### src/design/div_pkg.sv
// Divider package
// Holds the operation encoding of the M-extension divide group,
// the default operand width and small helpers that decode an operation
`default_nettype none

package div_pkg;

	// Encoding follows the core's decoder for the funct3 divide group
	typedef enum logic [1:0] {
		DIV  = 2'd0,
		DIVU = 2'd1,
		REM  = 2'd2,
		REMU = 2'd3
	} div_op_e;

	// Default operand width for an RV32 core
	parameter int DIV_XLEN = 32;

	// True for the operations that treat both operands as two's complement
	function automatic logic op_is_signed(div_op_e op);
		return (op == DIV) || (op == REM);
	endfunction

	// True for the operations that return the remainder instead of the quotient
	function automatic logic op_is_rem(div_op_e op);
		return (op == REM) || (op == REMU);
	endfunction

endpackage

`default_nettype wire

### src/design/div_ctrl_fsm.sv
// Divider control FSM
// Qualifies requests with the load hazard, raises div_running in the
// accepting cycle and walks the datapath through one divide
`default_nettype none

module div_ctrl_fsm (
	input  logic CLK,
	input  logic nrst,
	input  logic div_valid,
	input  logic load_hazard,
	input  logic last_step,
	output logic accept,
	output logic step_en,
	output logic finish,
	output logic div_running
);

	// RESET holds for one cycle after nrst is released
	// IDLE waits for a qualified request
	// DIVIDE produces one quotient bit per cycle
	// DONE is the single cycle where div_out is fresh and the pipeline runs again
	typedef enum logic [1:0] {
		ST_RESET  = 2'd0,
		ST_IDLE   = 2'd1,
		ST_DIVIDE = 2'd2,
		ST_DONE   = 2'd3
	} state_e;

	state_e state;
	state_e state_next;

	// A request only counts while idle and with no load hazard pending
	assign accept = (state == ST_IDLE) && div_valid && !load_hazard;

	// Every DIVIDE cycle is a shift-subtract step
	assign step_en = (state == ST_DIVIDE);

	// The counter flags the final step, so finish marks the edge into DONE
	assign finish = step_en && last_step;

	// The stall must start in the same cycle the request is seen
	// so running is raised combinationally from accept
	assign div_running = accept || (state == ST_DIVIDE);

	always_ff @(posedge CLK) begin
		if (!nrst) begin
			state <= ST_RESET;
		end else begin
			state <= state_next;
		end
	end

	always_comb begin
		state_next = state;
		case (state)
			ST_RESET: begin
				state_next = ST_IDLE;
			end
			ST_IDLE: begin
				if (accept) begin
					state_next = ST_DIVIDE;
				end
			end
			ST_DIVIDE: begin
				// Leave after exactly XLEN steps
				if (last_step) begin
					state_next = ST_DONE;
				end
			end
			ST_DONE: begin
				state_next = ST_IDLE;
			end
			default: begin
				state_next = ST_RESET;
			end
		endcase
	end

endmodule

`default_nettype wire

### src/design/div_step_counter.sv
// Divider step counter
// Counts shift-subtract steps of one operation and flags the final one
`default_nettype none

module div_step_counter #(
	parameter int XLEN = 32
) (
	input  logic CLK,
	input  logic nrst,
	input  logic clear,
	input  logic step_en,
	output logic last_step
);

	// One extra bit so the count can reach XLEN without wrapping
	localparam int CW = $clog2(XLEN) + 1;

	logic [CW-1:0] count;

	always_ff @(posedge CLK) begin
		if (!nrst) begin
			count <= '0;
		end else if (clear) begin
			// A new operation starts from step zero
			count <= '0;
		end else if (step_en) begin
			count <= count + 1'b1;
		end
	end

	// The count holds the number of steps already taken
	// so step XLEN is the one seen while it reads XLEN-1
	assign last_step = step_en && (count == CW'(XLEN - 1));

endmodule

`default_nettype wire

### src/design/div_datapath.sv
// Divider datapath
// Captures the operands as magnitudes with their sign handling and runs
// a restoring shift-subtract divide, one quotient bit per step
`default_nettype none

module div_datapath #(
	parameter int XLEN = 32
) (
	input  logic             CLK,
	input  logic             nrst,
	input  logic             load,
	input  logic             step_en,
	input  div_pkg::div_op_e op,
	input  logic [XLEN-1:0]  op_a,
	input  logic [XLEN-1:0]  op_b,
	output logic [XLEN-1:0]  quotient,
	output logic [XLEN-1:0]  remainder,
	output logic             neg_quot,
	output logic             neg_rem,
	output logic             div_zero,
	output logic             overflow,
	output logic [XLEN-1:0]  op_a_held
);
	import div_pkg::*;

	localparam logic [XLEN-1:0] MOST_NEG = {1'b1, {(XLEN - 1){1'b0}}};

	logic            is_signed;
	logic            sign_a;
	logic            sign_b;
	logic [XLEN-1:0] mag_a;
	logic [XLEN-1:0] mag_b;
	logic [XLEN-1:0] rem_q;
	logic [XLEN-1:0] quo_q;
	logic [XLEN-1:0] dvs_q;
	logic [XLEN:0]   trial;
	logic [XLEN:0]   diff;
	logic [XLEN-1:0] rem_next;
	logic [XLEN-1:0] quo_next;

	// Sign bits only matter for DIV and REM
	assign is_signed = op_is_signed(op);
	assign sign_a    = is_signed && op_a[XLEN-1];
	assign sign_b    = is_signed && op_b[XLEN-1];

	// Magnitudes of the operands
	// The most negative value maps onto itself, which is right as an unsigned magnitude
	assign mag_a = sign_a ? -op_a : op_a;
	assign mag_b = sign_b ? -op_b : op_b;

	// Bring down the next dividend bit from the top of the quotient register
	assign trial = {rem_q, quo_q[XLEN-1]};
	assign diff  = trial - {1'b0, dvs_q};

	// A clear top bit of diff means the divisor fit, so keep the difference
	always_comb begin
		if (!diff[XLEN]) begin
			rem_next = diff[XLEN-1:0];
			quo_next = {quo_q[XLEN-2:0], 1'b1};
		end else begin
			rem_next = trial[XLEN-1:0];
			quo_next = {quo_q[XLEN-2:0], 1'b0};
		end
	end

	// Dividend bits shift out of quo_q while quotient bits shift in
	// behind them, so after XLEN steps quo_q holds the whole quotient
	always_ff @(posedge CLK) begin
		if (load) begin
			rem_q     <= '0;
			quo_q     <= mag_a;
			dvs_q     <= mag_b;
			op_a_held <= op_a;
		end else if (step_en) begin
			rem_q <= rem_next;
			quo_q <= quo_next;
		end
	end

	// Sign and corner-case flags are decided from the raw operands at capture
	always_ff @(posedge CLK) begin
		if (!nrst) begin
			neg_quot <= 1'b0;
			neg_rem  <= 1'b0;
			div_zero <= 1'b0;
			overflow <= 1'b0;
		end else if (load) begin
			// Quotient is negative when exactly one operand is
			neg_quot <= sign_a ^ sign_b;
			// Remainder takes the sign of the dividend
			neg_rem  <= sign_a;
			div_zero <= (op_b == '0);
			overflow <= is_signed && (op_a == MOST_NEG) && (op_b == '1);
		end
	end

	// The outputs show the values after the step of the current cycle
	// so in the last DIVIDE cycle they already carry the final result
	assign quotient  = quo_next;
	assign remainder = rem_next;

endmodule

`default_nettype wire

### src/design/div_result_sel.sv
// Divider result stage
// Picks quotient or remainder, restores the signs, applies the RISC-V
// divide-by-zero and overflow results and registers div_out
`default_nettype none

module div_result_sel #(
	parameter int XLEN = 32
) (
	input  logic             CLK,
	input  logic             nrst,
	input  logic             accept,
	input  logic             finish,
	input  div_pkg::div_op_e op,
	input  logic [XLEN-1:0]  quotient,
	input  logic [XLEN-1:0]  remainder,
	input  logic             neg_quot,
	input  logic             neg_rem,
	input  logic             div_zero,
	input  logic             overflow,
	input  logic [XLEN-1:0]  op_a_held,
	output logic [XLEN-1:0]  div_out
);
	import div_pkg::*;

	div_op_e         op_q;
	logic [XLEN-1:0] quot_fix;
	logic [XLEN-1:0] rem_fix;

	always_comb begin
		if (div_zero) begin
			// x / 0 gives all ones and x % 0 gives x
			quot_fix = '1;
			rem_fix  = op_a_held;
		end else if (overflow) begin
			// Most negative over minus one returns the dividend with no remainder
			quot_fix = op_a_held;
			rem_fix  = '0;
		end else begin
			quot_fix = neg_quot ? -quotient : quotient;
			rem_fix  = neg_rem ? -remainder : remainder;
		end
	end

	// The operation is latched at accept since the caller may change div_op afterwards
	always_ff @(posedge CLK) begin
		if (!nrst) begin
			op_q    <= DIV;
			div_out <= '0;
		end else begin
			if (accept) begin
				op_q <= op;
			end
			// div_out holds until the next finish
			if (finish) begin
				div_out <= op_is_rem(op_q) ? rem_fix : quot_fix;
			end
		end
	end

endmodule

`default_nettype wire

### src/design/divider_unit.sv
// Radix-2 integer divider for the pipelined core
// Runs DIV, DIVU, REM and REMU in XLEN steps and stalls the pipeline
// through div_running while an operation is in flight
`default_nettype none

module divider_unit #(
	parameter int XLEN = div_pkg::DIV_XLEN
) (
	input  logic             CLK,
	input  logic             nrst,
	input  logic             load_hazard,
	input  logic             div_valid,
	input  div_pkg::div_op_e div_op,
	input  logic [XLEN-1:0]  op_a,
	input  logic [XLEN-1:0]  op_b,
	output logic             div_running,
	output logic [XLEN-1:0]  div_out
);

	logic            accept;
	logic            step_en;
	logic            finish;
	logic            last_step;
	logic [XLEN-1:0] quotient;
	logic [XLEN-1:0] remainder;
	logic            neg_quot;
	logic            neg_rem;
	logic            div_zero;
	logic            overflow;
	logic [XLEN-1:0] op_a_held;

	// Control decides when an operation starts, steps and ends
	div_ctrl_fsm ctrl0 (
		.CLK         (CLK),
		.nrst        (nrst),
		.div_valid   (div_valid),
		.load_hazard (load_hazard),
		.last_step   (last_step),
		.accept      (accept),
		.step_en     (step_en),
		.finish      (finish),
		.div_running (div_running)
	);

	// The same accept that loads the operands restarts the step count
	div_step_counter #(.XLEN(XLEN)) cnt0 (
		.CLK       (CLK),
		.nrst      (nrst),
		.clear     (accept),
		.step_en   (step_en),
		.last_step (last_step)
	);

	div_datapath #(.XLEN(XLEN)) dp0 (
		.CLK       (CLK),
		.nrst      (nrst),
		.load      (accept),
		.step_en   (step_en),
		.op        (div_op),
		.op_a      (op_a),
		.op_b      (op_b),
		.quotient  (quotient),
		.remainder (remainder),
		.neg_quot  (neg_quot),
		.neg_rem   (neg_rem),
		.div_zero  (div_zero),
		.overflow  (overflow),
		.op_a_held (op_a_held)
	);

	div_result_sel #(.XLEN(XLEN)) res0 (
		.CLK       (CLK),
		.nrst      (nrst),
		.accept    (accept),
		.finish    (finish),
		.op        (div_op),
		.quotient  (quotient),
		.remainder (remainder),
		.neg_quot  (neg_quot),
		.neg_rem   (neg_rem),
		.div_zero  (div_zero),
		.overflow  (overflow),
		.op_a_held (op_a_held),
		.div_out   (div_out)
	);

endmodule

`default_nettype wire

### config.mk
export PLATFORM = sky130hd
export DESIGN_NAME = divider_unit
export DESIGN_NICKNAME = d
export VERILOG_FILES = /design/src/design/div_pkg.sv /design/src/design/div_ctrl_fsm.sv /design/src/design/div_step_counter.sv /design/src/design/div_datapath.sv /design/src/design/div_result_sel.sv /design/src/design/divider_unit.sv
export SDC_FILE = /design/constraint.sdc
export NUM_CORES = 1
export LEC_CHECK = 0
export BUFFER_PORTS_ARGS = -buffer_cell sky130_fd_sc_hd__buf_2
export CAP_MARGIN = 5
export CORE_MARGIN = 10
export CORE_UTILIZATION = 45
export DETAILED_ROUTE_END_ITERATION = 6
export GPL_ROUTABILITY_DRIVEN = 0
export PLACE_DENSITY_LB_ADDON = 0.2
export SLEW_MARGIN = 20
export SYNTH_ARGS = -nofsm -noshare
export SYNTH_HDL_FRONTEND = slang
export SYNTH_HIERARCHICAL = 1
export SYNTH_SLANG_ARGS = --single-unit
### constraint.sdc
create_clock -name CLK -period 4.7 [get_ports CLK]
set_input_delay 0.235 -clock CLK [delete_from_list [all_inputs] [get_ports CLK]]
set_output_delay 0.235 -clock CLK [all_outputs]
set_load 0.1 [all_outputs]
# == Word level (Yosys, flattened, before mapping) ==
# Cells that the tools add are included.
# Widths: inputs -> output; s select.
# totals
regBits,174
in_bits,70
out_inout_bits,33
wordCells,66
# op_classes
addsub,6
eq_ne,11
muxes,16
bitwise,2
reduce_logical,19
# ops
op,n
$mux 32,12
$neg 32->32,4
$eq 32x32->1 const B,2
$sub 33x32->33,1
$logic_not 32->1,1
$eq 2x2->1 const B,5
$logic_and 1x1->1,8
$add 6x1->6 const B,1
$eq 6x5->1 const B,1
$pmux 2 s3,1
$logic_not 2->1,2
$mux 2,2
$reduce_or 2->1,2
$logic_or 1x1->1,3
$eq 2x1->1 const B,1
$ne 2x1->1 const B,1
$ne 2x2->1 const B,1
$reduce_and 2->1,1
$reduce_bool 2->1,1
$logic_not 1->1,1
$mux 1,1
$not 1->1,1
$xor 1x1->1,1

# == Depth between registers and ports, before layout ==
# depth
ltp_word,7
mapped_depth,23
mapped_depth_nobuf,19

# == Modules after synthesis ==
# Netlist, hierarchy kept.
# modules_own_cells
mod,instances,cells_each,area_per_inst_um2,seq_area_each_um2
div_datapath,1,946,8715.9,3603.5
div_result_sel,1,457,3442.1,660.6
div_step_counter,1,26,252.7,120.1
div_ctrl_fsm,1,20,176.4,40.0

# == Least setup slack after synthesis ==
# OpenSTA, ideal clock, no wires.
# synth_timing
path_type,register to register
startpoint,reg ctrl0.state[1]
endpoint,reg dp0.quo_q[0] (enable)
arrival_time_ns,4.605
t_required_ns,4.313
path_slack_ns,-0.292
path_stages_with_launch,8
n_path_buf,1
synth_period_minus_slack_ns,4.992
path_cell_list,dfxtp_1 inv_1 ha_1 inv_1 nor2_1 clkbuf_1 nor2_1 inv_1
# synth_via
elab_chain_len,4
# synth_lines
item,line_no,text
start: declaration,div_ctrl_fsm.sv:29,state_e state;
start signal: assignment,div_ctrl_fsm.sv:49,state <= state_next;
$eq 2x1->1,div_ctrl_fsm.sv:33,assign accept = (state == ST_IDLE) && div_valid && !load_hazard;
$logic_and 1x1->1 (2 in series),div_ctrl_fsm.sv:33,
net accept,divider_unit.sv:20,logic accept;
$reduce_bool 2->1 (no source line),n/a,
end signal: assignment,div_datapath.sv:71,quo_q <= mag_a;
end signal: assignment,div_datapath.sv:76,quo_q <= quo_next;
end: declaration,div_datapath.sv:34,logic [XLEN-1:0] quo_q;
# The timed path passes the listed nets, and every way through them passes these cells.
# A chain may end at the register's enable or synchronous reset.

# == Final worst setup path ==
# layout_timing
startpoint,reg dp0.quo_q[31]
endpoint,reg res0.div_out[29]
# layout_via
elab_chain_len,7
# layout_lines
item,line_no,text
$sub 33x32->33,div_datapath.sv:53,"assign diff = trial - {1'b0, dvs_q};"
$mux 32,div_datapath.sv:57,if (!diff[XLEN]) begin
net remainder[25],divider_unit.sv:25,logic [XLEN-1:0] remainder;
$neg 32->32,div_result_sel.sv:40,rem_fix = neg_rem ? -remainder : remainder;
$mux 32,div_result_sel.sv:40,
$mux 32,div_result_sel.sv:34,end else if (overflow) begin
$mux 32,div_result_sel.sv:30,if (div_zero) begin
$mux 32,div_result_sel.sv:55,div_out <= op_is_rem(op_q) ? rem_fix : quot_fix;
end signal: assignment,div_result_sel.sv:55,
end: declaration,div_result_sel.sv:21,output logic [XLEN-1:0] div_out
# The timed path passes the listed nets, and every way through them passes these cells.

==> qor.txt <==
Largest net degree at the start of global routing -> 167
First-pass GRT wire length -> 61400 µm
Worst hold slack -> 0.0227 ns
MaxCap Viol Count -> 0
GRT overflow -> 0
Syn. warnings -> 6
Worst Hold Class -> input port to flop
Antenna Nets Post-Route -> 0
Sequential share of the synthesized area -> 35.1%
CTS tree -> done
Peak VDD IR -> 426 µV
Vias in the first global route -> 10.9k
Die width -> 187 µm
Max H-tree Level -> 4
# setup viols final -> 0
Clock slew at reported path FFs -> 0.07 ns
Pint -> 5.03 mW
Actual slew at the worst max-slew pin -> 1.31 ns
FMAX -> 214 MHz
Post-place setup slack -> -0.0924 ns
Post-DP HPWL -> 29600 µm
Routed WL -> 40300 µm
Initial core utilization -> 45.4%
Setup crit end kind -> flop
Pwr Density -> 629 nW/µm²
Share of cells above drive strength 1 -> 20.5%
Ys flop type -> edfxtp_1
Syn Inst Count -> 1449
Placeable Area -> 27700 µm²
Netlist Area Pre-Place -> 12600 µm²
Worst EP required -> 5.04 ns
Clock Tree Buf Depth -> 2
Crit Path Category -> flop to flop
GR Util All Layers -> 21.7%
Critical path data arrival time -> 5.02 ns
Post-Place Cells -> 1891
Reg power frac -> 25.0%
Sw Share -> 45.5%
Wire length per cell -> 20.7 µm
Fraction of registers with async set/reset -> 0%
Fin crit share -> 99.6%
Total power -> 9.24 mW
#FFs+latches synth -> 173
Worst Setup Slack, final -> 0.0198 ns
Std-Cell Rows -> 61
Post-DR vias/cell -> 6.03
Clock skew -> 0.0118 ns
Clk pwr share -> 16.1%
TritonRoute pass-1 iters -> 6
Tmin final -> 4.68 ns
Slew HR -> 12.4%
I/O pin cnt -> 103
CTS sink cnt -> 173
Syn Nets -> 1561
Status -> complete, no violations
Antenna violations before repair -> 0
PortBufs -> 102
RSZ-0062 raised after global routing -> yes
Syn_area_per_cell -> 8.69 µm²
Die area -> 35100 µm²
Final cell count without fillers -> 1941
Final net count -> 1662
Initial DRC count -> 1122
Fin. max-slew vios -> 0
Layout Utilization -> 53.0%
Num CTS Buffers -> 17
Number of synthesized flops with an enable pin -> 96
Switching pwr -> 4.20 mW
Logic pwr share -> 58.9%
Via count -> 11.7k
Distinct cell type count after synthesis -> 90
Root buffer cell -> clkbuf_16
Final Hold Viols -> 0
Worst skew pair latency -> 0.45 ns
Syn-to-layout area delta -> 16.7%
Layout fillers -> 2556
Leak pwr -> 5.51 nW
CP max FO -> 4
Critical Path Start Type -> flop
DRC viols -> 0
Diode count -> 0
Vert. Die Dim -> 187 µm
cells in the mapped netlist, drive strengths merged, types with 23 or more instances:
| cell | number | area share, % |
|---|---|---|
| o41ai | 23 | 1.8 |
| nand4 | 27 | 1.4 |
| dfxtp | 77 | 12 |
| nand3 | 38 | 1.5 |
| o21ai | 101 | 4.2 |
| xnor2 | 89 | 6.2 |
| ha | 41 | 4.1 |
| a21oi | 111 | 4.6 |
| nor3 | 30 | 1.2 |
| xor2 | 54 | 3.8 |
| nor2 | 121 | 3.6 |
| nor4 | 26 | 1.9 |
| nand2 | 124 | 3.8 |
| buf | 50 | 2.9 |
| inv | 68 | 2.0 |
| clkbuf | 63 | 1.9 |
| edfxtp | 96 | 23 |
| o31ai | 26 | 1.6 |
what timing repair did:
action / 4_1_cts / 5_1_grt
gates resized for setup: 3 / 73
hold endpoints to repair: 5 / 0
gates cloned: 0 / 1
setup buffers: 0 / 12
endpoints found under the setup margin: 6 / 26
pin swaps: 0 / 17
hold buffers: 5 / 0
path summary, 6_finish.rpt:
| path | start | end | slack (ns) | depth (start not counted) |
|---|---|---|---|---|
| max | dp0/quo_q[31] | res0/div_out[29] | 0.02 | 18 |
| min | op_a[22] | dp0/op_a_held[22] | 0.02 | 1 |
| max reg2reg | dp0/quo_q[31] | res0/div_out[29] | 0.02 | 18 |
| min reg2reg | res0/div_out[17] | res0/div_out[17] | 0.45 | 2 |
placed cells by master, fill, tap and decap left out, types with 9 or more instances in the layout:
cell | synthesis | layout
dfxtp_1 | 77 | 77
nand4_1 | 25 | 25
mux2i_1 | 9 | 9
a21o_1 | 13 | 13
o41ai_1 | 19 | 13
inv_1 | 67 | 66
nor4_1 | 17 | 16
o211ai_1 | 18 | 18
o21ai_0 | 75 | 60
nand2b_1 | 21 | 20
xor2_1 | 54 | 54
buf_4 | 35 | 81
nor3_1 | 30 | 28
nor2_1 | 119 | 117
a21oi_1 | 104 | 104
a221o_1 | 9 | 9
a31oi_1 | 13 | 13
nor2b_1 | 13 | 13
ha_1 | 41 | 39
a221oi_1 | 16 | 16
o221ai_1 | 12 | 12
o21ai_1 | 20 | 33
nand2_1 | 123 | 116
clkbuf_16 | 0 | 19
or3_1 | 13 | 11
a311oi_1 | 22 | 22
o31ai_1 | 26 | 18
xnor2_1 | 89 | 87
nand3_1 | 38 | 36
edfxtp_1 | 96 | 96
buf_2 | 8 | 102
power by group through the flow:
| stage | sequential, mW | clock, mW | combinational, mW |
|---|---|---|---|
| after detailed placement | 2.33 | 0 | 4.81 |
| after CTS | 2.30 | 1.50 | 4.85 |
| after floorplan | 2.13 | 0 | 3.48 |
| after global routing | 2.34 | 1.56 | 5.86 |
| after global placement | 2.33 | 0 | 4.77 |
| final | 2.31 | 1.48 | 5.44 |
worst max-delay path: stages (launching register included):
cell,delay (ns)
edfxtp_1,0.36
inv_1,0.06
ha_2,0.20
fa_2,0.39
nand2b_4,0.16
a21oi_4,0.19
o21ai_4,0.10
a2111oi_4,0.40
o2111a_2,0.31
buf_6,0.12
o21a_4,0.13
nor4_2,0.05
or2_4,0.26
or4_4,0.55
or3_4,0.36
o41ai_4,0.24
xnor2_1,0.11
a221o_1,0.33
a32o_1,0.24
per-layer routing:
layer,wire length (µm),GRT usage (%),vias to the layer above
met4,716,5.92,0
met1,17800,29.8,5637
met2,18700,33.8,460
met5,0,0,-
li1,-,-,5562
met3,3110,4.27,49
registers in the layout, indices dropped and copies added (netlist names):
register	flops
dp0/dvs_q	32
dp0/op_a_held	32
dp0/quo_q	32
dp0/rem_q	32
res0/div_out	32
cnt0/count	6
ctrl0/state	2
dp0/div_zero	1
dp0/neg_quot	1
dp0/neg_rem	1
dp0/overflow	1
res0/op_q	1
per-stage QoR:
stage	cell area (µm²)	setup TNS (ns)
floorplan	12600	0
global placement	13600	0
detailed placement	13600	-0.174
CTS	14200	-0.0235
global route	14700	-0.951
finish	14700	0
cell families (layout without fill, tap and decap cells):
| kind of cell | Yosys count | after routing | share of synthesized area, % |
|---|---|---|---|
| xor+xnor | 143 | 143 | 9.95 |
| buf+inv | 182 | 296 | 6.81 |
| mux | 14 | 14 | 1.25 |
| simple gates | 464 | 464 | 18.9 |
| fa+ha+maj | 42 | 42 | 4.23 |
| flops | 173 | 173 | 35.1 |
| compound gates | 431 | 431 | 23.7 |
area by class of cell:
type	instances	area, µm²	area share [%]
inverters	69	262	1.78
clock buffers	19	458	3.12
multi-input cells	1094	7640	52.0
repair buffers	195	1280	8.71
clock inverters	13	149	1.01
flip-flops and latches	173	4420	30.1
well taps	378	473	3.22
Note: power is estimated with default switching activity, not from simulation.
